<file path="config.mk">
export PLATFORM = sky130hd
export DESIGN_NAME = mpa_data_return
export DESIGN_NICKNAME = d
export VERILOG_FILES = /design/src/logic/mpa_pkg.sv /design/src/logic/mpa_data_return.sv
export SDC_FILE = /design/constraint.sdc
export NUM_CORES = 1
export LEC_CHECK = 0
export BUFFER_PORTS_ARGS = -buffer_cell sky130_fd_sc_hd__buf_2
export CAP_MARGIN = 40
export CELL_PAD_IN_SITES_DETAIL_PLACEMENT = 1
export CELL_PAD_IN_SITES_GLOBAL_PLACEMENT = 1
export CORE_MARGIN = 2
export CORE_UTILIZATION = 23
export DETAILED_ROUTE_END_ITERATION = 12
export PLACE_DENSITY_LB_ADDON = 0.15
export SYNTH_ARGS = -nofsm -noshare
export SYNTH_HDL_FRONTEND = slang
export SYNTH_SLANG_ARGS = --single-unit
</file>
<file path="constraint.sdc">
create_clock -name vclk -period 2.6
set_input_delay 0.52 -clock vclk [all_inputs]
set_output_delay 0.52 -clock vclk [all_outputs]
set_load 0.005 [all_outputs]
</file>
<file path="src/logic/mpa_pkg.sv">
`default_nettype none

package mpa_pkg;

    // Datapath widths
    parameter int WORD_W     = 32;
    parameter int REG_ADDR_W = 5;
    parameter int LANES      = 4;  // Byte banks in data memory

    // Load opcodes, everything else runs as a no-op
    parameter logic [5:0] OP_LB  = 6'b10_0000;
    parameter logic [5:0] OP_LH  = 6'b10_0001;
    parameter logic [5:0] OP_LW  = 6'b10_0011;
    parameter logic [5:0] OP_LBU = 6'b10_0100;
    parameter logic [5:0] OP_LHU = 6'b10_0101;
    parameter logic [5:0] OP_LUI = 6'b00_1111;

    // Register write data source
    parameter int WB_W = 3;
    parameter logic [WB_W-1:0] WB_BYTE_S = 3'd0;
    parameter logic [WB_W-1:0] WB_BYTE_U = 3'd1;
    parameter logic [WB_W-1:0] WB_HALF_S = 3'd2;
    parameter logic [WB_W-1:0] WB_HALF_U = 3'd3;
    parameter logic [WB_W-1:0] WB_WORD   = 3'd4;
    parameter logic [WB_W-1:0] WB_UPPER  = 3'd5;  // LUI
    parameter logic [WB_W-1:0] WB_DEBUG  = 3'd6;  // Back door write from din

    // Back door targets, 0 selects nothing
    parameter logic [1:0] DBG_IM = 2'd1;
    parameter logic [1:0] DBG_DM = 2'd2;
    parameter logic [1:0] DBG_MR = 2'd3;

    // Instruction word, opcode sits in the same bits in both views
    typedef union packed {
        struct packed {
            logic [5:0] opcode;
            logic [4:0] rs;
            logic [4:0] rt;
            logic [4:0] rd;
            logic [4:0] shamt;
            logic [5:0] funct;
        } r;
        struct packed {
            logic [5:0]  opcode;
            logic [4:0]  rs;
            logic [4:0]  rt;    // Load destination
            logic [15:0] imm;
        } i;
    } instr_word_u;

endpackage

`default_nettype wire
</file>
<file path="src/logic/mpa_data_return.sv">
`timescale 1ns/1ps
`default_nettype none

module mpa_data_return (
    input  wire [mpa_pkg::WORD_W-1:0]  dm_word,
    input  wire [1:0]                  byte_off,
    input  wire [15:0]                 imm,
    input  wire [mpa_pkg::WORD_W-1:0]  din,
    input  wire [mpa_pkg::WB_W-1:0]    wb_sel,
    input  wire [mpa_pkg::WORD_W-1:0]  instr,
    input  wire [mpa_pkg::WORD_W-1:0]  rd1_data,
    input  wire [1:0]                  debug_func,
    input  wire                        debug_re,   // Gates DM reads only
    output logic [mpa_pkg::WORD_W-1:0] wr_data,
    output logic [mpa_pkg::WORD_W-1:0] dout
);

    logic [7:0]  byte_sel;
    logic [15:0] half_sel;

    // Lane picked by low address bits
    assign byte_sel = dm_word[byte_off*8 +: 8];
    assign half_sel = byte_off[1] ? dm_word[31:16] : dm_word[15:0];  // Bit 0 ignored

    always_comb begin
        case (wb_sel)
            mpa_pkg::WB_BYTE_S: wr_data = {{24{byte_sel[7]}}, byte_sel};
            mpa_pkg::WB_BYTE_U: wr_data = {24'd0, byte_sel};
            mpa_pkg::WB_HALF_S: wr_data = {{16{half_sel[15]}}, half_sel};
            mpa_pkg::WB_HALF_U: wr_data = {16'd0, half_sel};
            mpa_pkg::WB_UPPER:  wr_data = {imm, 16'd0};
            mpa_pkg::WB_DEBUG:  wr_data = din;       // Back door write
            default:            wr_data = dm_word;   // LW
        endcase
    end

    // Back door read mux
    always_comb begin
        case (debug_func)
            mpa_pkg::DBG_IM: dout = instr;
            mpa_pkg::DBG_DM: dout = debug_re ? dm_word : '0;
            mpa_pkg::DBG_MR: dout = rd1_data;
            default:         dout = '0;  // No target
        endcase
    end

endmodule

`default_nettype wire

</file>
==> metrics.yaml <==
cts_setup_buffers: 0
stdcell_count: 583
grt_pass1_vias: 3131
cp.required_ns: 2.08
post-route-util: 0.372
grt_overflow: 0
ys_types: 42
grt_pass1_wl_um: 16700
outcome: "finished, final reports clean"
io_pins: 216
ys_seq_area_frac: 0
grtUsageTotal: 0.214
power_density_nw_per_um2: 190
synth_nets: 432
fp.dieH_um: 97.6
gp_congestion: 0.788
cts.hold.buffers_added: 0
initial_core_util: 0.234
num-nets-final: 629
num_vias: 3150
finalHoldViolCount: 0
slew_viol_final: 0
crit_path_max_fanout: 16
crit_type: "in -> out"
netlist_area_um2: 2010
place.port_buffers: 216
fin_crit_sh: 0.921
drt-initial-drc-count: 102
first_pass_iters: 4
clock_buffers: 0
drive_gt1_frac: 0.516
slew_headroom: 0.626
synth_top_area_share: 0.184
antenna_found_initial: 0
area_delta_synth_final_pct: 58.7
syn_inst: 280
finalPower_mw: 0.607
syn_avg_cell_area_um2: 7.19
setup_violations: 0
yosysTopAreaCell: "mux2_1"
rows: 34
place_inst: 583
crit_arrival_ns: 1.87
maxCapViolCount: 0
fillers: 1116
fin_crit_ns: 2.39
multi_input_area_um2: 1830
worst_pin_slew_ns: 0.558
fin_tns_setup_ns: 0
grt_max_degree: 33
start_kind: "input port"
ys_top_cells_by_count: "mux2_1, nand3b_1, clkbuf_1, nand2_1, a22o_1"
hold_class: "in -> out"
fmax_ghz: 0.418
seqCellArea_um2: 0
leakagePower_nw: 1.55
cts_resized: 0
antenna_cells: 0
seq_cell_count: 0
drt_wl_total_um: 11200
dpl.hpwl_um: 9310
wl_per_cell_um: 19.2
vias_per_cell: 5.40
fp.dieW_um: 97.6
final_antenna_net_count: 0
ir_drop_mv: 0.0919
core_um2: 8590
grt_setup_unrepaired: "false"
die_area_um2: 9520
synthTopCellsByArea: "mux2_1, nand3b_1, a22o_1"
end_kind: "output pin"
ys_warn_count: 0
timing.hold.ws_ns: 1.34
drc_errors: 0
[kinds of logic (layout without fill, tap and decap cells)]
logic type	count (synthesis)	after routing	synth area share
buffers and inverters	42	237	0.0919
multiplexers	44	44	0.250
XOR/XNOR	1	1	0.00808
AND/OR/NAND/NOR	91	91	0.267
AO/OA/AOI/OAI	102	102	0.383
[critical path, stage by stage]
cell    delay [ns]
buf_2         0.11
mux4_2        0.53
and2_4        0.22
o32a_1        0.36
buf_2         0.13
[path summary, 6_finish.rpt]
kind                      end  slack [ns]  cells past startpoint        start
setup / recovery  wr_data[26]        0.21                      5  byte_off[0]
hold / removal        dout[6]        1.34                      3   dm_word[6]
[where the power goes]
part | leakage (nW) | internal (mW) | switching, mW
combinational | 1.55 | 0.312 | 0.295
sequential | 0 | 0 | 0
clock | 0 | 0 | 0
[per-layer routing]
metal / part of all wire / global-route usage
met5: 0 / 0
met4: 0.012 / 0.0267
met3: 0.078 / 0.0237
met2: 0.49 / 0.396
met1: 0.42 / 0.273
[per-stage QoR]
step / setup slack [ns] / instance area (um2)
2_1_floorplan: 0.261 / 2010
5_1_grt: 0.141 / 3200
4_1_cts: 0.206 / 3200
6_report: 0.205 / 3200
3_5_place_dp: 0.205 / 3200
3_3_place_gp: 0.239 / 3200
[final cells by class]
class | count | area share
multi-input combinational | 238 | 0.572
timing repair buffer | 232 | 0.380
tap | 108 | 0.0423
inverter | 5 | 0.00587
[placed cells by master (no fill, tap or decap), types with 2 or more instances in the layout]
cell type and count:
a21oi_1 16, mux2_1 33, mux2i_1 2, o32a_1 16
a31oi_1 11, nor2_1 3, o211ai_1 5, inv_1 4
or3b_1 2, nand2b_1 3, mux2_2 8, a22o_1 20
buf_4 15, nand3b_1 33, a22oi_1 2, a32oi_1 13
nor3_1 10, o31ai_1 5, nor2b_1 2, o21ai_1 9
buf_2 216, a21o_1 2, nand3_1 3, nand2_1 27
Note: power is estimated with default switching activity, not from simulation.
