**config.mk**
```make
export PLATFORM = sky130hd
export DESIGN_NAME = mpa_reg_file
export DESIGN_NICKNAME = d
export VERILOG_FILES = /design/src/logic/mpa_pkg.sv /design/src/logic/mpa_reg_file.sv
export SDC_FILE = /design/constraint.sdc
export NUM_CORES = 2
export LEC_CHECK = 0
export BUFFER_PORTS_ARGS = -buffer_cell sky130_fd_sc_hd__buf_2
export CAP_MARGIN = 25
export CELL_PAD_IN_SITES_DETAIL_PLACEMENT = 0
export CELL_PAD_IN_SITES_GLOBAL_PLACEMENT = 1
export CORE_UTILIZATION = 53
export DETAILED_ROUTE_END_ITERATION = 12
export GPL_TIMING_DRIVEN = 1
export PLACE_DENSITY_LB_ADDON = 0.1
export SYNTH_ARGS = -nofsm -noshare
export SYNTH_HDL_FRONTEND = slang
export SYNTH_SLANG_ARGS = --single-unit
```
**constraint.sdc**
```tcl
create_clock -name mem_debug_clk_gate -period 2.2 [get_ports mem_debug_clk_gate]
set_input_delay 0.44 -clock mem_debug_clk_gate [delete_from_list [all_inputs] [get_ports mem_debug_clk_gate]]
set_output_delay 0.44 -clock mem_debug_clk_gate [all_outputs]
set_load 0.01 [all_outputs]
```
**src/logic/mpa_pkg.sv**
```systemverilog
`default_nettype none

package mpa_pkg;

    // Datapath widths
    parameter int WORD_W     = 32;
    parameter int REG_ADDR_W = 5;
    parameter int LANES      = 4;  // Byte banks in data memory

    // Load opcodes, everything else runs as a no-op
    parameter logic [5:0] OP_LB  = 6'b10_0000;
    parameter logic [5:0] OP_LH  = 6'b10_0001;
    parameter logic [5:0] OP_LW  = 6'b10_0011;
    parameter logic [5:0] OP_LBU = 6'b10_0100;
    parameter logic [5:0] OP_LHU = 6'b10_0101;
    parameter logic [5:0] OP_LUI = 6'b00_1111;

    // Register write data source
    parameter int WB_W = 3;
    parameter logic [WB_W-1:0] WB_BYTE_S = 3'd0;
    parameter logic [WB_W-1:0] WB_BYTE_U = 3'd1;
    parameter logic [WB_W-1:0] WB_HALF_S = 3'd2;
    parameter logic [WB_W-1:0] WB_HALF_U = 3'd3;
    parameter logic [WB_W-1:0] WB_WORD   = 3'd4;
    parameter logic [WB_W-1:0] WB_UPPER  = 3'd5;  // LUI
    parameter logic [WB_W-1:0] WB_DEBUG  = 3'd6;  // Back door write from din

    // Back door targets, 0 selects nothing
    parameter logic [1:0] DBG_IM = 2'd1;
    parameter logic [1:0] DBG_DM = 2'd2;
    parameter logic [1:0] DBG_MR = 2'd3;

    // Instruction word, opcode sits in the same bits in both views
    typedef union packed {
        struct packed {
            logic [5:0] opcode;
            logic [4:0] rs;
            logic [4:0] rt;
            logic [4:0] rd;
            logic [4:0] shamt;
            logic [5:0] funct;
        } r;
        struct packed {
            logic [5:0]  opcode;
            logic [4:0]  rs;
            logic [4:0]  rt;    // Load destination
            logic [15:0] imm;
        } i;
    } instr_word_u;

endpackage

`default_nettype wire
```
**src/logic/mpa_reg_file.sv**
```systemverilog
`timescale 1ns/1ps
`default_nettype none

module mpa_reg_file (
    input  wire                            mem_debug_clk_gate,
    input  wire                            HW_RSTn,
    input  wire [mpa_pkg::REG_ADDR_W-1:0]  rs_idx,
    input  wire [mpa_pkg::REG_ADDR_W-1:0]  rd1_idx,   // rt, or debug index
    input  wire [mpa_pkg::REG_ADDR_W-1:0]  wr_addr,
    input  wire                            wr_en,
    input  wire [mpa_pkg::WORD_W-1:0]      wr_data,
    output logic [mpa_pkg::WORD_W-1:0]     rd0_data,
    output logic [mpa_pkg::WORD_W-1:0]     rd1_data
);

    localparam int NREGS = 1 << mpa_pkg::REG_ADDR_W;

    logic [mpa_pkg::WORD_W-1:0] regs [NREGS];

    // $zero is never written so it stays at its reset value
    always_ff @(posedge mem_debug_clk_gate or negedge HW_RSTn) begin
        if (!HW_RSTn) begin
            for (int r = 0; r < NREGS; r++) begin
                regs[r] <= '0;
            end
        end else if (wr_en && (wr_addr != '0)) begin
            regs[wr_addr] <= wr_data;
        end
    end

    // Two combinational read ports
    assign rd0_data = regs[rs_idx];
    assign rd1_data = regs[rd1_idx];

endmodule

`default_nettype wire

```
==> results <==
- The count of nets after finishing is 5,001.
- Once the floorplan was initialized, standard cells occupied 53.7% of the core.
- Data on the critical path is required at its endpoint by 1.76 ns.
- 114 I/O pins were placed.
- CTS saw 1,024 sinks.
- After clock tree synthesis, the clock-pin slew on the worst setup and hold paths is 0.06 ns.
- The setup skew after layout is 0 ns.
- The element type at the critical path end is an output pin.
- TritonCTS created 112 clock buffers.
- The floorplan has 118 rows.
- The checks that failed: negative setup slack.
- The design area is 0.0686 sq mm.
- In the synthesized netlist, the number of instances is 4,601.
- Among all stages on the critical path, the largest delay is contributed by sky130_fd_sc_hd__dfrtp_1.
- Summing over every cut layer, the via total after detailed routing is 40,800.
- The number of buffers and inverters on the critical path is 3.
- The floorplan step defined a core boundary enclosing 0.104 sq mm.
- The count of H-tree levels built during CTS is 3.
- The post-synthesis mux area share is 38.3%.
- TritonCTS built the clock tree.
- From left edge to right edge, the die measures 327 um.
- The die covers 0.107 sq mm.
- The cell type contributing the most total cell area after synthesis is sky130_fd_sc_hd__dfrtp_1.
- The via count of the first global-routing pass is 41,800.
- The synthesized design contains 0 enable-type register cells.
- The flip-flop count of the largest register, all copies and words added is 1,024.
- The type of the setup path with the least slack is reg2out.
- The final critical-path share of the clock period is 119%.
- The synthesized netlist contains 28 unique library cells.
- Counting flops with an async set or reset pin after synthesis yields a share of 100%.
- The area share of xor/xnor cells in the synthesized design is 0%.
- Dividing the detail-routed wire length by the instance count gives 29.5 um.
- The placer congestion estimate is 0.866.
- The highest cell delay on the worst timing path is 0.39 ns.
- The synthesized netlist devotes 7.01% of its cell area to compound gates.
- The adder-cell area share of the yosys netlist is 0%.
- In this run the biggest area consumer among cell types represents 45.8% of the synthesized area.
- Clock latency on the worst-skew pair, taken at its later pin, is 0.71 ns.
- Before CTS, the worst setup slack after placement is -0.558 ns.
- The count of warnings emitted by yosys is 0.
- For this block, the routed nets add up to 190 mm of wire.
- Summing internal, switching and leakage power gives 57,900 uW.
- The root buffer cell is sky130_fd_sc_hd__clkbuf_16.
- The hold violation count in the final report is 0.
- The register bank with the most flops is regs.
- The number of antenna violations at the first check in global routing is 14.
- In this run the worst hold path is classified as in2async.
- After detailed routing, the number of vias per cell comes to 6.34.
- For the pin with the worst max-slew slack, the measured transition is 0.707 ns.
- The synthesized netlist occupies a cell area of 0.0559 sq mm.
- Across the run, the number of max-cap violations was 0.
- The worst setup path is launched from a flop.
- The largest family of logic cells by synthesized area is multiplexers.
- For this design the static power due to leakage is 0.0327 uW.
- The peak supply drop is 736 uV.
- The count of routing violations after the opening detailed-route iteration is 3,121.
- In the final layout, the share of cells above drive strength 1 is 40.8%.
- The worst-case setup margin in the final layout is -0.419 ns.
- The mean instance size in the synthesized netlist is 12.2 sq um.
- The synthesis-to-finish area growth is 22.6%.
- The largest registers in the layout are regs (1024).
- For this run, the number of standard cells in the final layout without fillers is 6,438.
- The number of max-slew violations in the final report is 0.
- The clock passes through at most 3 buffers.
- The run finished, with violations left.
- Buffers placed on the I/O ports in this run total 113.
- The first global-routing pass estimated 281 mm of wire.
- The net count of the mapped netlist is 4,651.
- The overall routing resource usage is 35.3%.
- After detailed placement, the design holds a cell count of 6,104.
- The number of optimization iterations in the first detailed-route pass is 5.
- The core occupancy in the finished layout is 65.9%.
- The power density relative to cell area is 844 mW/mm^2.
- The placed wire-length estimate is 119 mm.
- By area the synthesized netlist is led by sky130_fd_sc_hd__dfrtp_1 (46%), sky130_fd_sc_hd__mux2_2 (19%), sky130_fd_sc_hd__mux2i_1 (18%), sky130_fd_sc_hd__a22oi_1 (2.6%), sky130_fd_sc_hd__a22o_1 (2.0%).
- The count of endpoints failing setup in the final report is 64.
- The detail route stage leaves a number of antenna-violating nets equal to 0.
- The area fraction in and, or, nand and nor cells after synthesis is 4.39%.
- The final-layout fill cell count is 7,953.
- The number of flip-flops and latches in the synthesized netlist is 1,024.
- The commonest cells after synthesis are sky130_fd_sc_hd__dfrtp_1 (1,024), sky130_fd_sc_hd__mux2i_1 (1,024), sky130_fd_sc_hd__mux2_2 (953).
- The largest delay contributor family on the critical path is buffers and inverters.
- The post-detailed-route DRC marker count is 0.
- The signal on the critical path passes through mux2i_1 > a22o_1 > nor3_2 > a31oi_2 > buf_4 > nand3_2 > buf_6 > buf_6.
- The floorplan step set the die height to 327 um.
- Entering global routing, the biggest net connects 96 pins.
- Setup repair after global routing could not meet its margin everywhere.
- For the finished layout, the period the worst path requires is 2.62 ns.
- The total overflow left after global routing is 0.
- The most numerous cell on the critical path is sky130_fd_sc_hd__buf_6.
- For this run, the leading register cell type out of synthesis is sky130_fd_sc_hd__dfrtp_1.
- The critical path arrival is 2.18 ns.
- The worst slew margin relative to its limit is 52.7%.
- For this run, the register share of the synthesized area comes to 45.8%.
- Of all nets on the critical path, the largest fanout is 3.
- The cell area after placement is 0.0614 sq mm.
- For this run, the top clock speed supported by timing is 382 MHz.
-- power by group --
part / switching (uW) / internal (uW) / total (uW)
Clock: 8080 / 12100 / 20200
Sequential: 2790 / 22400 / 25200
Combinational: 5720 / 6760 / 12500
Total: 16600 / 41300 / 57900
-- per-layer routing --
layer	vias up	GRT usage (%)	part of all wire [%]
met4	4	13.0	4.0
met5	-	0	0.012
met2	1365	58.1	48
li1	17700	-	-
met3	413	5.09	5.6
met1	21300	47.4	43
-- layout make-up --
cell class | count | area [sq um] | share of cell area [%]
diodes | 8 | 20.0 | 0.0292
well taps | 1380 | 1730 | 2.52
multi-input cells | 3104 | 29000 | 42.2
clock inverters | 41 | 468 | 0.682
flip-flops and latches | 1024 | 25600 | 37.4
repair buffers | 709 | 8280 | 12.1
clock buffers | 172 | 3510 | 5.12
-- stage by stage --
step	hold slack [ns]	setup TNS, ns
floorplan	0.144	0
global placement	0.367	-23.42
detailed placement	0.375	-24.10
CTS	0.216	-21.56
global route	0.237	-24.85
finish	0.234	-20.53
-- cells in the final DEF, fill, tap and decap left out, types with 27 or more instances in the layout --
| master | netlist | routed |
|---|---|---|
| sky130_fd_sc_hd__nand3_1 | 194 | 142 |
| sky130_fd_sc_hd__nand2_1 | 210 | 193 |
| sky130_fd_sc_hd__nand3_2 | 0 | 41 |
| sky130_fd_sc_hd__clkbuf_8 | 0 | 38 |
| sky130_fd_sc_hd__buf_6 | 48 | 100 |
| sky130_fd_sc_hd__buf_4 | 64 | 357 |
| sky130_fd_sc_hd__clkinv_2 | 0 | 27 |
| sky130_fd_sc_hd__nor3_2 | 0 | 45 |
| sky130_fd_sc_hd__buf_12 | 0 | 164 |
| sky130_fd_sc_hd__mux2i_1 | 1024 | 1018 |
| sky130_fd_sc_hd__a22oi_1 | 192 | 189 |
| sky130_fd_sc_hd__clkbuf_16 | 0 | 121 |
| sky130_fd_sc_hd__mux2_2 | 953 | 953 |
| sky130_fd_sc_hd__a22o_1 | 128 | 128 |
| sky130_fd_sc_hd__buf_2 | 111 | 51 |
| sky130_fd_sc_hd__dfrtp_1 | 1024 | 1024 |
| sky130_fd_sc_hd__a31oi_2 | 0 | 28 |
| sky130_fd_sc_hd__a21oi_1 | 192 | 192 |
| sky130_fd_sc_hd__mux2_1 | 39 | 39 |
-- cell families after synthesis --
family / Yosys count
flops: 1024
simple gates: 512
mux: 2016
compound gates: 576
buf+inv: 473
-- final timing paths --
path	from	endpoint	slack (ns)	cells after the start
max	regs[1004]	rd0_data[12]	-0.42	8
min in group mem_debug_clk_gate	wr_data[25]	regs[441]	0.35	2
max in group asynchronous	HW_RSTn	regs[2]	1.04	4
max reg2reg	regs[776]	regs[776]	1.18	3
min	HW_RSTn	regs[598]	0.23	2
min reg2reg	regs[1003]	regs[1003]	0.40	0
-- what timing repair did --
action,CTS,global route
gates resized for setup,288,63
pin swaps,131,123
hold endpoints to repair,107,0
buffers inserted,67,41
endpoints found under the setup margin,64,64
cloned,15,4
hold buffers,1,0
Power figures use the tool's default switching activity.
