--- src/logic/mpa_pkg.sv ---
`default_nettype none

package mpa_pkg;

    // Datapath widths
    parameter int WORD_W     = 32;
    parameter int REG_ADDR_W = 5;
    parameter int LANES      = 4;  // Byte banks in data memory

    // Load opcodes, everything else runs as a no-op
    parameter logic [5:0] OP_LB  = 6'b10_0000;
    parameter logic [5:0] OP_LH  = 6'b10_0001;
    parameter logic [5:0] OP_LW  = 6'b10_0011;
    parameter logic [5:0] OP_LBU = 6'b10_0100;
    parameter logic [5:0] OP_LHU = 6'b10_0101;
    parameter logic [5:0] OP_LUI = 6'b00_1111;

    // Register write data source
    parameter int WB_W = 3;
    parameter logic [WB_W-1:0] WB_BYTE_S = 3'd0;
    parameter logic [WB_W-1:0] WB_BYTE_U = 3'd1;
    parameter logic [WB_W-1:0] WB_HALF_S = 3'd2;
    parameter logic [WB_W-1:0] WB_HALF_U = 3'd3;
    parameter logic [WB_W-1:0] WB_WORD   = 3'd4;
    parameter logic [WB_W-1:0] WB_UPPER  = 3'd5;  // LUI
    parameter logic [WB_W-1:0] WB_DEBUG  = 3'd6;  // Back door write from din

    // Back door targets, 0 selects nothing
    parameter logic [1:0] DBG_IM = 2'd1;
    parameter logic [1:0] DBG_DM = 2'd2;
    parameter logic [1:0] DBG_MR = 2'd3;

    // Instruction word, opcode sits in the same bits in both views
    typedef union packed {
        struct packed {
            logic [5:0] opcode;
            logic [4:0] rs;
            logic [4:0] rt;
            logic [4:0] rd;
            logic [4:0] shamt;
            logic [5:0] funct;
        } r;
        struct packed {
            logic [5:0]  opcode;
            logic [4:0]  rs;
            logic [4:0]  rt;    // Load destination
            logic [15:0] imm;
        } i;
    } instr_word_u;

endpackage

`default_nettype wire
--- src/logic/mpa_fetch_ctrl.sv ---
`timescale 1ns/1ps
`default_nettype none

module mpa_fetch_ctrl #(
    parameter int          IM_DEPTH = 32,
    parameter logic [31:0] RESET_PC = 32'd0
) (
    input  wire                            mem_debug_clk_gate,
    input  wire                            HW_RSTn,
    input  wire                            mem_debug,
    input  wire                            debug_we,
    input  wire [1:0]                      debug_func,
    input  wire [mpa_pkg::WORD_W-1:0]      addr,
    input  wire [mpa_pkg::WORD_W-1:0]      din,
    input  wire [mpa_pkg::WORD_W-1:0]      rs_data,   // Base register for loads
    output logic [mpa_pkg::WORD_W-1:0]     instr,
    output logic [mpa_pkg::REG_ADDR_W-1:0] rs_idx,
    output logic [mpa_pkg::REG_ADDR_W-1:0] rd1_idx,
    output logic [mpa_pkg::REG_ADDR_W-1:0] wr_addr,
    output logic                           wr_en,
    output logic [mpa_pkg::WB_W-1:0]       wb_sel,
    output logic [4:0]                     dm_index,
    output logic [1:0]                     byte_off,
    output logic [mpa_pkg::LANES-1:0]      lane_we,
    output logic [mpa_pkg::WORD_W-1:0]     dm_wdata,
    output logic [15:0]                    imm
);

    localparam int IM_AW = $clog2(IM_DEPTH);

    logic [mpa_pkg::WORD_W-1:0] pc;
    logic [mpa_pkg::WORD_W-1:0] im [IM_DEPTH];
    logic [IM_AW-1:0]           im_idx;
    logic                       im_we;
    mpa_pkg::instr_word_u       iw;
    logic                       is_load;   // Any of the six kept opcodes
    logic [mpa_pkg::WB_W-1:0]   core_wb;
    logic [mpa_pkg::WORD_W-1:0] ea;        // Effective address

    // PC held at reset address while halted
    always_ff @(posedge mem_debug_clk_gate or negedge HW_RSTn) begin
        if (!HW_RSTn) begin
            pc <= RESET_PC;
        end else if (mem_debug) begin
            pc <= RESET_PC;
        end else begin
            pc <= pc + 32'd4;  // No branches kept
        end
    end

    // Back door addresses IM by word, core by PC
    assign im_idx = mem_debug ? addr[IM_AW+1:2] : pc[IM_AW+1:2];
    assign im_we  = mem_debug && debug_we && (debug_func == mpa_pkg::DBG_IM);

    always_ff @(posedge mem_debug_clk_gate or negedge HW_RSTn) begin
        if (!HW_RSTn) begin
            for (int w = 0; w < IM_DEPTH; w++) begin
                im[w] <= '0;
            end
        end else if (im_we) begin
            im[im_idx] <= din;
        end
    end

    assign iw    = im[im_idx];
    assign instr = iw;
    assign imm   = iw.i.imm;

    // Opcode decode, funct of R type never matters here
    always_comb begin
        is_load = 1'b1;
        core_wb = mpa_pkg::WB_WORD;
        case (iw.r.opcode)
            mpa_pkg::OP_LB:  core_wb = mpa_pkg::WB_BYTE_S;
            mpa_pkg::OP_LBU: core_wb = mpa_pkg::WB_BYTE_U;
            mpa_pkg::OP_LH:  core_wb = mpa_pkg::WB_HALF_S;
            mpa_pkg::OP_LHU: core_wb = mpa_pkg::WB_HALF_U;
            mpa_pkg::OP_LW:  core_wb = mpa_pkg::WB_WORD;
            mpa_pkg::OP_LUI: core_wb = mpa_pkg::WB_UPPER;
            default:         is_load = 1'b0;  // Treated as no-op
        endcase
    end

    // rs plus sign-extended offset
    assign ea = rs_data + {{16{iw.i.imm[15]}}, iw.i.imm};

    // Debug versus core selection of every index and enable
    assign rs_idx  = iw.i.rs;
    assign rd1_idx = mem_debug ? addr[4:0] : iw.i.rt;     // Debug reads MR here
    assign wr_addr = mem_debug ? addr[4:0] : iw.i.rt;
    assign wr_en   = mem_debug ? (debug_we && (debug_func == mpa_pkg::DBG_MR)) : is_load;
    assign wb_sel  = mem_debug ? mpa_pkg::WB_DEBUG : core_wb;

    assign dm_index = mem_debug ? addr[6:2] : ea[6:2];
    assign byte_off = mem_debug ? addr[1:0] : ea[1:0];
    // Only the back door writes data memory, always a full word
    assign lane_we  = (mem_debug && debug_we && (debug_func == mpa_pkg::DBG_DM)) ?
                      {mpa_pkg::LANES{1'b1}} : '0;
    assign dm_wdata = mem_debug ? din : '0;

endmodule

`default_nettype wire

--- config.mk ---
export PLATFORM = sky130hd
export DESIGN_NAME = mpa_fetch_ctrl
export DESIGN_NICKNAME = d
export VERILOG_FILES = /design/src/logic/mpa_pkg.sv /design/src/logic/mpa_fetch_ctrl.sv
export SDC_FILE = /design/constraint.sdc
export NUM_CORES = 2
export LEC_CHECK = 0
export BUFFER_PORTS_ARGS = -buffer_cell sky130_fd_sc_hd__buf_2
export CORE_AREA = 4 4 286 288
export DETAILED_ROUTE_END_ITERATION = 8
export DIE_AREA = 0 0 290 292
export GPL_ROUTABILITY_DRIVEN = 1
export PLACE_DENSITY = 0.77
export REMOVE_ABC_BUFFERS = 1
export SYNTH_ARGS = -nofsm -noshare
export SYNTH_HDL_FRONTEND = slang
export SYNTH_SLANG_ARGS = --single-unit
--- constraint.sdc ---
create_clock -name mem_debug_clk_gate -period 6.2 [get_ports mem_debug_clk_gate]
set_clock_uncertainty 0.2 [all_clocks]
set_input_delay 0.93 -clock mem_debug_clk_gate [delete_from_list [all_inputs] [get_ports mem_debug_clk_gate]]
set_output_delay 0.93 -clock mem_debug_clk_gate [all_outputs]
set_load 0.1 [all_outputs]
==> insert_results.sql <==
INSERT INTO impl_metrics (metric_group, metric, value, unit) VALUES
('outcome', 'run_status', 'finished, final reports clean', ''),
('sta', 'slew_headroom', '0.1134', ''),
('power', 'leakage_power_of_the_design', '25.49', 'nW'),
('sta', 'finalMaxSlewViolations', '0', ''),
('sta', 'totalNegativeSetupSlack', '0', 'ns'),
('sta', 'worst_slew_pin_slew', '1.330', 'ns'),
('global_routing', 'antenna_found_initial', '3', ''),
('final_layout', 'final_layout_size_suffix_gt1_frac', '0.5577', ''),
('floorplan', 'floorplan.rows', '103', ''),
('sta', 'post-route-min-period', '5.992', 'ns'),
('yosys', 'yosys_warnings', '0', ''),
('critical_path', 'critPathTopFamily', 'buffers and inverters', ''),
('yosys', 'syn_avg_cell_area', '15.65', 'sq um'),
('floorplan', 'io-pin-count', '212', ''),
('global_routing', 'first_global_vias', '30102', ''),
('sta', 'post-route-period-util', '0.9665', ''),
('clocking', 'cts_htree_levels', '3', ''),
('placed_design', 'pre_cts_ws', '-0.1472', 'ns'),
('drt', 'detail_route.iter0.violations', '2223', ''),
('sta', 'setup_ws_final', '0.2076', 'ns'),
('final_layout', 'num-nets-final', '3180', ''),
('yosys', 'ys.flop_type', 'sky130_fd_sc_hd__dfrtp_1', ''),
('critical_path', 'timing.setup.critical_path_class', 'in2out', ''),
('global_routing', 'first_pass_grt_wire_length', '192.7', 'mm'),
('clocking', 'tritoncts', 'done', ''),
('placed_design', 'detailedPlacementHpwl', '75.23', 'mm'),
('sta', 'hold_viol_final', '0', ''),
('drt', 'final_routed_wirelength_across_all_metal_layers', '127.3', 'mm'),
('sta', 'unrepaired_setup_endpoints_after_global_routing', 'false', ''),
('floorplan', 'die_h', '292', 'microns'),
('yosys', 'synth_simple_gate_area_share', '0.01926', ''),
('final_layout', 'fin_cells', '4203', ''),
('drt', 'wl_per_cell', '30.28', 'microns'),
('clocking', 'source_to_sink_clock_delay_at_the_later_pin_of_the_worst_skew_pair', '0.66', 'ns'),
('critical_path', 'timing.critical_path.cells', 'buf_4 > buf_4 > or2_2 > o32a_1 > buf_4 > o22ai_1 > nor4_1 > buf_4 > ha_1 > nor2b_1 > o21ai_0 > nand2b_1 > a21o_1 > a21oi_1 > xnor2_1 > xnor2_1 > o21ai_0 > buf_4 > buf_12', ''),
('drt', 'detailed_routing_iterations_pass_1', '5', ''),
('yosys', 'muxShareOfSynthArea', '0.3687', ''),
('drt', 'via_count', '27746', ''),
('drt', 'drtAntennaViolNets', '0', ''),
('sta', 'max_freq', '0.1669', 'GHz'),
('floorplan', 'floorplan.die.width', '290', 'microns'),
('critical_path', 'critPathMaxFanout', '19', ''),
('final_layout', 'multi_input_area', '20030', 'sq um'),
('yosys', 'synth-adder-area-share', '0.002550', ''),
('critical_path', 'required_time_of_the_critical_path', '5.07', 'ns'),
('critical_path', 'most_used_cell_along_the_critical_path', 'sky130_fd_sc_hd__buf_4', ''),
('yosys', 'post_synth_edffs', '0', ''),
('critical_path', 'cpMaxStageDelayCell', 'sky130_fd_sc_hd__nor4_1', ''),
('clocking', 'clockBufferDepth', '3', ''),
('yosys', 'synth.distinct_cells', '59', ''),
('placed_design', 'port_buffers', '161', ''),
('clocking', 'clock_transition_at_the_registers_of_the_reported_paths', '0.06', 'ns'),
('yosys', 'synth.ff_latch_count', '1029', ''),
('final_layout', 'area.sequential', '25750', 'sq um'),
('critical_path', 'cp_slowest_stage_delay', '0.36', 'ns'),
('clocking', 'clock_sinks', '1029', ''),
('final_layout', 'filler_instances', '5317', ''),
('yosys', 'share_of_the_synthesized_area_in_compound_gates_ao_oa_aoi_oai', '0.02627', ''),
('sta', 'timing.hold.ws', '0.1547', 'ns'),
('power', 'power.density', '299.3', 'nW/um^2'),
('global_routing', 'grt_util_all_layers', '0.3015', ''),
('yosys', 'synthCells', '3010', ''),
('yosys', 'ys_async_sr_fraction', '1.000', ''),
('placed_design', 'numPlacedInstances', '4012', ''),
('critical_path', 'start_kind', 'input port', ''),
('sta', 'timing.final.setup_violations', '0', ''),
('global_routing', 'grt.overflow.total', '0', ''),
('yosys', 'synthXorXnorAreaFrac', '0.001674', ''),
('job', 'maxCapViolCount', '0', ''),
('clocking', 'cts_buf_count', '104', ''),
('floorplan', 'core-area', '78870', 'sq um');
## registers in the layout, indices dropped and copies added, names as in the netlist
register	flops
pc	5
im	1024
## layout make-up
class / instances / share of cell area
Timing Repair Buffer: 267 / 0.04031
Clock inverter: 22 / 0.003796
Clock buffer: 167 / 0.06233
Inverter: 7 / 0.0004982
Sequential cell: 1029 / 0.4883
Multi-Input combinational cell: 1660 / 0.3798
Tap cell: 1050 / 0.02491
Antenna cell: 1 / 0.00004745
## routing by layer
metal	track usage	routed length, microns
met2	0.5037	62760
met3	0.05621	9249
met1	0.3986	49970
met5	0	0
met4	0.1157	5284
## stage by stage
step | util | area [sq um]
CTS | 0.6682 | 52700
finish | 0.6686 | 52740
floorplan | - | 45480
global placement | 0.6240 | 49210
global route | 0.6686 | 52730
detailed placement | 0.6240 | 49210
## cells by family after synthesis
kind of cell,count (synthesis)
compound gates,169
xor+xnor,9
fa+ha+maj,9
buf+inv,322
flops,1029
mux,1301
simple gates,171
## synth_stat cells (4+ instances only)
library cell,number,area share
sky130_fd_sc_hd__mux2_2,1030,0.25
sky130_fd_sc_hd__dfrtp_1,1029,0.55
sky130_fd_sc_hd__mux4_2,241,0.12
sky130_fd_sc_hd__clkbuf_1,150,0.012
sky130_fd_sc_hd__a22oi_1,86,0.014
sky130_fd_sc_hd__buf_4,72,0.011
sky130_fd_sc_hd__buf_2,52,0.0055
sky130_fd_sc_hd__nand2_1,42,0.0033
sky130_fd_sc_hd__o22ai_1,35,0.0046
sky130_fd_sc_hd__and2_1,32,0.0043
sky130_fd_sc_hd__buf_1,29,0.0023
sky130_fd_sc_hd__nor2_1,28,0.0022
sky130_fd_sc_hd__mux2i_1,27,0.0057
sky130_fd_sc_hd__nand4_1,21,0.0028
sky130_fd_sc_hd__nor3_1,12,0.0013
sky130_fd_sc_hd__buf_6,10,0.0024
sky130_fd_sc_hd__nand3_1,9,0.00096
sky130_fd_sc_hd__o21ai_0,9,0.00096
sky130_fd_sc_hd__ha_1,8,0.0021
sky130_fd_sc_hd__inv_1,6,0.00048
sky130_fd_sc_hd__nand2b_1,6,0.00080
sky130_fd_sc_hd__o22a_1,6,0.0011
sky130_fd_sc_hd__a21oi_1,5,0.00053
sky130_fd_sc_hd__xnor2_1,5,0.00093
sky130_fd_sc_hd__a21o_1,4,0.00064
sky130_fd_sc_hd__nor4_1,4,0.00053
sky130_fd_sc_hd__xor2_1,4,0.00074
## worst paths after layout
kind                                           start  slack [ns]  cells past startpoint             endpoint
min                                          HW_RSTn        0.15                      1  im[584]$_DFFE_PN0P_
min reg2reg                      im[427]$_DFFE_PN0P_        0.30                      1  im[427]$_DFFE_PN0P_
min in group mem_debug_clk_gate  im[427]$_DFFE_PN0P_        0.30                      1  im[427]$_DFFE_PN0P_
max                                        mem_debug        0.21                     19          dm_index[4]
max in group asynchronous                    HW_RSTn        4.09                      2  im[711]$_DFFE_PN0P_
max reg2reg                          pc[3]$_DFF_PN0_        2.08                      7  im[399]$_DFFE_PN0P_
## what timing repair did
action,4_1_cts,5_1_grt
endpoints found under the setup margin,1,3
buffers inserted,0,0
pin swaps,0,0
resized for setup,2,4
cloned,0,1
## report_power, final
part	switching (mW)	total [mW]	internal (mW)
sequential	0.177	7.24	7.06
clock	2.61	6.34	3.73
combinational	1.44	2.21	0.769
total	4.22	15.8	11.6
Power figures use the tool's default switching activity.
