[config.mk]
export PLATFORM = sky130hd
export DESIGN_NAME = mpa_dm_lane
export DESIGN_NICKNAME = d
export VERILOG_FILES = /design/src/logic/mpa_dm_lane.sv
export SDC_FILE = /design/constraint.sdc
export NUM_CORES = 1
export LEC_CHECK = 0
export BUFFER_PORTS_ARGS = -buffer_cell sky130_fd_sc_hd__buf_2
export CORE_MARGIN = 1.5
export CORE_UTILIZATION = 55
export DETAILED_ROUTE_END_ITERATION = 16
export PLACE_DENSITY = 0.76
export SYNTH_ARGS = -nofsm -noshare
export SYNTH_HDL_FRONTEND = slang
export SYNTH_SLANG_ARGS = --single-unit
[constraint.sdc]
create_clock -name mem_debug_clk_gate -period 3.3 [get_ports mem_debug_clk_gate]
set_clock_uncertainty 0.2 [all_clocks]
set_input_delay 0.33 -clock mem_debug_clk_gate [delete_from_list [all_inputs] [get_ports mem_debug_clk_gate]]
set_output_delay 0.33 -clock mem_debug_clk_gate [all_outputs]
set_load 0.1 [all_outputs]
[src/logic/mpa_dm_lane.sv]
`timescale 1ns/1ps
`default_nettype none

module mpa_dm_lane #(
    parameter int DM_DEPTH = 32
) (
    input  wire        mem_debug_clk_gate,
    input  wire        HW_RSTn,
    input  wire [4:0]  dm_index,  // Word index, shared by all lanes
    input  wire        we,
    input  wire [7:0]  wdata,
    output logic [7:0] rdata
);

    localparam int DM_AW = $clog2(DM_DEPTH);

    logic [7:0] mem [DM_DEPTH];

    always_ff @(posedge mem_debug_clk_gate or negedge HW_RSTn) begin
        if (!HW_RSTn) begin
            for (int w = 0; w < DM_DEPTH; w++) begin
                mem[w] <= '0;
            end
        end else if (we) begin
            mem[dm_index[DM_AW-1:0]] <= wdata;
        end
    end

    assign rdata = mem[dm_index[DM_AW-1:0]];  // Async read

endmodule

`default_nettype wire

==> summary.txt, run 1 <==
status = finished, final reports clean
antenna violations before repair = 1
worst reg2reg path depth = 1
Final period util = 92.9%
Synth area leader = dfrtp_1
layout cells sized above 1 = 42.1%
cell area after layout = 13500 um^2
post-cts sizing count = 0
sequential fraction of the synthesis area = 53.4%
Core Area = 21200 um^2
# clock sinks = 256
GRT Overall Usage = 27.8%
Post-Syn Area per Cell = 14.0 um^2
pin count of the biggest net entering global routing = 106
Max Root-Sink Buffers = 3
vias in the first global route = 7906
Initial Util = 56.5%
Die H = 151 um
Synth Net Count = 872
ys async rst share = 100%
Cell Area, Placed = 12500 um^2
final wirelength = 30200 um
Yosys top cell area share = 53.4%
vias per inst = 6.38
post-synthesis cell area = 12000 um^2
Place WS = 301 ps
maxcap violations = 0
maximum vdd drop = 0.000518 V
grt ovf = 0
1st-pass router iterations = 4
setup TNS = 0 ps
leak pwr = 6.24 nW
worst-path fanout max = 31
fin. max-slew vios = 0
ANT nets after route = 0
Hold Buf Count CTS = 1
fin worst setup slack = 233 ps
Placed Cells = 1122
RD Place Congestion = 1.04
CTS tree = built
first-pass GRT wire length = 46900 um
CP Launch Type = input pin
I/O Pins = 24
Buffers on Ports = 23
Hold Slack = 228 ps
# setup viols final = 0
Setup crit end kind = primary output
Finished Layout Cells = 1174
Yosys reg bits = 256
RSZ-0062 raised after global routing = false
Detailed Place HPWL = 20300 um
Critical Path AT = 2540 ps
initial DRC count = 595
Unique masters post-synth = 34
Largest Register = mem
Layout Nets = 893
H-tree level count = 1
Tot Pwr = 9.02 mW
Top Registers = mem x256
Row Count = 53
yosys warns = 0
kind of critical path = input pin to primary output
Vias = 7495
final worst path period need = 3070 ps
ys flop type = dfrtp_1
Final Util = 63.6%
Die Area = 22700 um^2
Fin. Hold Viols = 0
worst skew pair latency = 540 ps
Syn Inst Count = 856
Routed WL per cell = 25.7 um
required time worst endpoint = 2770 ps
DRC viols = 0
Post-synth EDFFs = 0
max reg flops = 256
number of CTS-inserted buffers = 27
dominant cells by area after synthesis = dfrtp_1 53%, mux2_2 23%, mux2i_1 11%, o22ai_1 3.3%, mux2_1 1.0%
Slew HR = 45.4%
Layout area overhead = 12.5%
post-CTS setup buffer count = 0
power per standard cell area = 668 nW/um^2
fmax = 0.326 GHz
Root Buffer = clkbuf_16
Slew @ Worst Pin = 819 ps
Die X = 151 um
Worst-path clk slew = 60 ps
worst min path class = input pin to async pin
routing by layer:
| layer | vias to the layer above | track usage (%) | wire [um] |
|---|---|---|---|
| met1 | 3932 | 39.3 | 13300 |
| met5 | - | 0 | 0 |
| li1 | 3214 | - | - |
| met2 | 282 | 43.9 | 14100 |
| met3 | 67 | 5.00 | 1840 |
| met4 | 0 | 8.16 | 916 |
layout by cell type (no fill, tap or decap), drive strengths merged, types with 4 or more instances in the layout:
cell     netlist  layout
nor4          16      16
nor3           5       5
o22ai         64      64
bufinv         0       6
nand3          6       6
nor2          14      14
mux2         256     256
mux2i        128     128
or4b           4       4
buf           35      54
dfrtp        256     256
nand4b         4       4
nand2         22      22
clkbuf        28      35
clkinv         0       4
nand4bb        6       6
critical path: stages:
cell     delay (ps)
buf_6           360
buf_12          260
mux2i_1         430
o22ai_1         190
nor4_1          340
buf_4           160
nand2_1          90
buf_2           330
power breakdown:
group,internal (mW),switching (mW)
logic,0.725,0.875
clock network,2.07,1.27
registers,3.75,0.324
total,6.55,2.47
cell families after synthesis:
kind of cell	share of synthesized area [%]
AOI/OAI and AO/OA	3.34
buffers and inverters	2.49
DFF	53.4
muxes	34.7
and+or+nand+nor	6.03
area by class of cell:
| cell class | instances | area, um^2 |
|---|---|---|
| Fill cell | 1558 | 7730 |
| Timing Repair Buffer | 55 | 454 |
| Clock buffer | 35 | 746 |
| Multi-Input combinational cell | 537 | 5290 |
| Tap cell | 275 | 344 |
| Sequential cell | 256 | 6410 |
| Clock inverter | 15 | 249 |
| Antenna cell | 1 | 2.50 |
path summary, 6_finish.rpt:
kind,startpoint,endpoint,slack (ps)
hold / removal,HW_RSTn,mem[162],230
hold reg to reg,mem[4],mem[4],300
max in group asynchronous,HW_RSTn,mem[36],1780
min in group mem_debug_clk_gate,wdata[7],mem[215],280
setup reg to reg,mem[246],mem[246],2280
setup / recovery,dm_index[0],rdata[3],230
Yosys cell counts, types with 6 or more instances:
master	count
mux2_2	245
nor4_1	16
nor2_4	9
nand2_1	18
mux2_1	11
mux2i_1	128
nand4bb_1	6
buf_1	10
buf_2	19
dfrtp_1	256
clkbuf_1	27
o22ai_1	64
(Power assumes the default switching activity.)
==> inputs of run 2 (changes only) <==
==> constraint.sdc (replaced) <==
create_clock -name mem_debug_clk_gate -period 3 [get_ports mem_debug_clk_gate]
set_clock_uncertainty 0.2 [all_clocks]
set_input_delay 0.3 -clock mem_debug_clk_gate [delete_from_list [all_inputs] [get_ports mem_debug_clk_gate]]
set_output_delay 0.3 -clock mem_debug_clk_gate [all_outputs]
set_load 0.1 [all_outputs]
==> summary.txt, run 2 (synthesis results as in run 1) <==
Finished Layout Cells = 1171
Fin. Hold Viols = 0
Die H = 151 um
CP Launch Type = input pin
CP Buf/Inv Count = 4
Slew @ Worst Pin = 745 ps
worst path cell trace = buf_6 -> buf_12 -> buf_4 -> mux2i_1 -> o22ai_1 -> nor4_1 -> nand2_1 -> buf_12
CTS tree = built
initial DRC count = 670
worst skew pair latency = 520 ps
Initial Util = 56.5%
Layout Nets = 893
# setup viols final = 0
maximum vdd drop = 0.000605 V
Placed Cells = 1122
Vias = 7439
grt ovf = 0
setup TNS = 0 ps
fin. max-slew vios = 0
# fillers = 1529
family with the most delay on the worst path = buffers and inverters
pin count of the biggest net entering global routing = 82
H-tree level count = 1
FF+latch area = 6410 um^2
RD Place Congestion = 0.889
Routed WL per cell = 24.9 um
kind of critical path = input pin to primary output
first-pass GRT wire length = 45500 um
RSZ-0062 raised after global routing = false
layout cells sized above 1 = 42.3%
power per standard cell area = 721 nW/um^2
Worst-path clk slew = 60 ps
post-cts sizing count = 0
final worst path period need = 2910 ps
required time worst endpoint = 2500 ps
Worst R2R Setup Slack = 1980 ps
Top Registers = mem x256
maxcap violations = 0
final wirelength = 29200 um
Layout area overhead = 12.5%
Setup crit end kind = primary output
Die X = 151 um
Critical Path AT = 2410 ps
vias per inst = 6.35
leak pwr = 6.26 nW
largest stage delay on the critical path = 400 ps
fmax = 0.344 GHz
Root Buffer = clkbuf_16
Final period util = 96.9%
Slew HR = 50.3%
max reg flops = 256
n_diodes = 0
Die Area = 22700 um^2
Detailed Place HPWL = 19600 um
status = finished, final reports clean
1st-pass router iterations = 5
Buffers on Ports = 23
CP max-delay cell = nor4_1
worst-path fanout max = 33
vias in the first global route = 7961
Row Count = 53
worst min path class = input pin to async pin
DRC viols = 0
I/O Pins = 24
Largest Register = mem
commonest cells after routing, fill and taps aside = 256 x dfrtp_1, 245 x mux2_2, 128 x mux2i_1
Core Area = 21200 um^2
Max Root-Sink Buffers = 3
CP dominant cell by count = buf_12
GRT Overall Usage = 26.7%
# clock sinks = 256
Multi-input gate area = 5290 um^2
most common cell after layout, fill and taps aside = dfrtp_1
number of CTS-inserted buffers = 27
ANT nets after route = 0
antenna violations before repair = 0
==> run 2: changes by cell type in the layout (fill, tap and decap cells not counted), moves of 3 or more <==
cell      delta
buf_12       +3
clkbuf_1     -3
clkbuf_8     +5
clkinv_2     +5
inv_6        -3
==> run 2: final cells by class <==
class	count	area share, %
Clock buffer	37	5.95
Sequential cell	256	47.5
Tap cell	275	2.55
Timing Repair Buffer	55	3.66
Multi-Input combinational cell	537	39.2
Clock inverter	11	1.15
==> run 2: timing repair <==
item                                   in CTS  in global routing
hold buffers                                1                  0
setup buffers                               0                  0
endpoints found under the hold margin      77                  0
==> run 2: power breakdown <==
group          switching (mW)  internal (mW)
logic                   0.901          0.810
clock network            1.33           2.20
registers               0.355           4.13
total                    2.59           7.14
==> run 2: path summary, 6_finish.rpt <==
| kind | from | depth (start not counted) | endpoint |
|---|---|---|---|
| min reg2reg | mem[5] | 1 | mem[5] |
| max in group asynchronous | HW_RSTn | 3 | mem[46] |
| min in group mem_debug_clk_gate | we | 4 | mem[1] |
| max | dm_index[0] | 8 | rdata[1] |
| max reg2reg | mem[164] | 1 | mem[164] |
| min | HW_RSTn | 2 | mem[240] |
==> run 2: per-stage QoR <==
step,util [%],worst slack (ps),power (mW),hold WS [ps],instance area (um^2)
after floorplan,-,392,5.65,-196,12000
after global placement,59.0,123,6.10,130,12500
after detailed placement,59.0,118,6.24,132,12500
after CTS,63.6,109,9.76,187,13500
after global routing,63.6,36.9,10.1,236,13500
final,63.6,92.3,9.73,160,13500
==> run 2: per-layer routing <==
| layer | vias to the layer above | share of wire (%) | global-route usage [%] |
|---|---|---|---|
| met5 | - | 0 | 0 |
| met4 | 0 | 2.5 | 8.01 |
| met3 | 58 | 6.4 | 4.85 |
| met2 | 250 | 47 | 43.2 |
| met1 | 3906 | 44 | 37.0 |
| li1 | 3225 | - | - |
==> inputs of run 3 (changes only) <==
--- a/config.mk
+++ b/config.mk
@@ -5,11 +5,13 @@
 export SDC_FILE = /design/constraint.sdc
 export NUM_CORES = 1
 export LEC_CHECK = 0
+export ABC_AREA = 1
 export BUFFER_PORTS_ARGS = -buffer_cell sky130_fd_sc_hd__buf_2
 export CORE_MARGIN = 1.5
 export CORE_UTILIZATION = 55
 export DETAILED_ROUTE_END_ITERATION = 16
 export PLACE_DENSITY = 0.76
+export RECOVER_POWER = 50
 export SYNTH_ARGS = -nofsm -noshare
 export SYNTH_HDL_FRONTEND = slang
 export SYNTH_SLANG_ARGS = --single-unit
==> summary.txt, run 3 <==
# clock sinks = 256
Final period util = 92.4%
worst skew pair latency = 540 ps
Synth Net Count = 1649
Buffers on Ports = 23
GRT busiest layer = met2
ys async rst share = 100%
Slew HR = 9.26%
Die X = 151 um
Setup crit end kind = primary output
Worst-path clk slew = 60 ps
Layout area overhead = 10.3%
Fin. Hold Viols = 0
max reg flops = 256
Critical Path AT = 2270 ps
Critical Path End = rdata[4]
Setup crit start = dm_index[1]
I/O Pins = 24
Row Count = 54
Post-synth EDFFs = 0
fin. max-slew vios = 0
vias in the first global route = 9653
pin count of the biggest net entering global routing = 85
grt ovf = 0
Layout Nets = 1630
top-count cell post-synth = nand2_1
met3 usage = 3.83%
power per standard cell area = 724 nW/um^2
worst reg2reg path endpoint = mem[78]
Largest Register = mem
Max Root-Sink Buffers = 3
Slew @ Worst Pin = 1360 ps
Unique masters post-synth = 18
number of CTS-inserted buffers = 28
Syn Inst Count = 1633
sequential fraction of the synthesis area = 52.8%
post-synthesis cell area = 12100 um^2
kind of critical path = input pin to primary output
Root Buffer = clkbuf_16
Vias = 10300
met2 usage = 43.6%
fmax = 0.361 GHz
Tot Pwr = 9.68 mW
worst reg2reg path depth = 2
maxcap violations = 0
final wirelength = 30800 um
# fillers = 1917
CTS tree = built
required time worst endpoint = 2500 ps
Yosys reg bits = 256
setup TNS = 0 ps
worst-path fanout max = 67
leak pwr = 7.09 nW
ys flop type = dfrtp_1
Worst R2R Setup Slack = 2090 ps
RD Place Congestion = 0.842
met1 Resource Use GR = 41.4%
Final Util = 61.5%
most common cell after layout, fill and taps aside = nand2_1
Initial Util = 55.7%
Die H = 151 um
H-tree level count = 1
# setup viols final = 0
status = finished, final reports clean
initial DRC count = 904
yosys warns = 0
Detailed Place HPWL = 18300 um
top cells by count, synth = 919 x nand2_1, 256 x dfrtp_1, 116 x o21ai_0, 110 x o21ai_1, 68 x clkbuf_1
vias per inst = 5.38
ANT nets after route = 0
maximum vdd drop = 0.000570 V
final worst path period need = 2770 ps
CP Launch Type = input pin
dominant cells by area after synthesis = dfrtp_1 53%, nand2_1 28%, o21ai_0 4.8%, o21ai_1 4.5%, clkbuf_1 2.1%
worst min path class = input pin to flip-flop
Core Area = 21800 um^2
Post-Syn Area per Cell = 7.42 um^2
DRC viols = 0
layout cells sized above 1 = 7.58%
Die Area = 22900 um^2
RSZ-0062 raised after global routing = false
commonest cells after routing, fill and taps aside = 921 x nand2_1, 256 x dfrtp_1, 127 x o21ai_0
1st-pass router iterations = 8
GRT Overall Usage = 28.4%
Synth area leader = dfrtp_1
Routed WL per cell = 16.1 um
antenna violations before repair = 3
Top Registers = mem x256
first-pass GRT wire length = 51100 um
worst reg2reg startpoint = mem[78]
Yosys top cell area share = 52.8%
## run 3: kinds of logic after synthesis
kind of cell           synth area share (%)
buffers and inverters                  4.29
flip-flops                             52.8
AO/OA/AOI/OAI                          10.6
AND/OR/NAND/NOR                        32.3
## run 3: where the power goes
group	switching, mW	internal, mW
logic	1.08	0.573
clock network	1.36	2.19
registers	0.355	4.12
## run 3: metrics by stage
step,area [um^2],setup WS [ps],std cells,hold WS [ps]
4_1_cts,13500,345,1915,88.7
5_1_grt,13400,137,1917,117
3_3_place_gp,12500,371,1862,159
3_5_place_dp,12500,352,1862,151
2_1_floorplan,12100,486,1633,-196
6_report,13400,227,1917,104
## run 3: layout make-up
type | count | area [um^2] | share of cell area (%)
Antenna cell | 2 | 5.00 | 0.0374
Timing Repair Buffer | 57 | 410 | 3.07
Tap cell | 280 | 350 | 2.62
Clock buffer | 45 | 856 | 6.40
Multi-Input combinational cell | 1253 | 5170 | 38.7
Sequential cell | 256 | 6410 | 47.9
Clock inverter | 6 | 105 | 0.786
Inverter | 18 | 70.1 | 0.524
## run 3: worst min-delay path by stage
stage	endpoint	cells after the start	start	slack (ps)
floorplan	mem[0]	0	HW_RSTn	-200
global placement	mem[92]	1	HW_RSTn	160
CTS	mem[65]	4	dm_index[3]	90
global route	mem[64]	3	dm_index[3]	120
detailed placement	mem[92]	1	HW_RSTn	150
finish	mem[69]	4	dm_index[3]	100
## run 3: what timing repair did
item,CTS,global route
gates resized for setup,0,0
buffers inserted,0,0
hold buffers,2,0
endpoints found under the hold margin,81,0
## run 3: layer usage
layer	up-vias	wire length [um]
met5	-	13
met4	2	1000
met3	57	1770
met2	319	13900
met1	4858	14200
li1	5071	-
## run 3: worst max-delay path: stages
cell and delay [ps]:
buf_2 100, clkbuf_4 750, nand2_1 200, nand2_1 110, nand2_1 50, nand2_1 70, nor2_1 50, nand2_1 140
buf_2 460
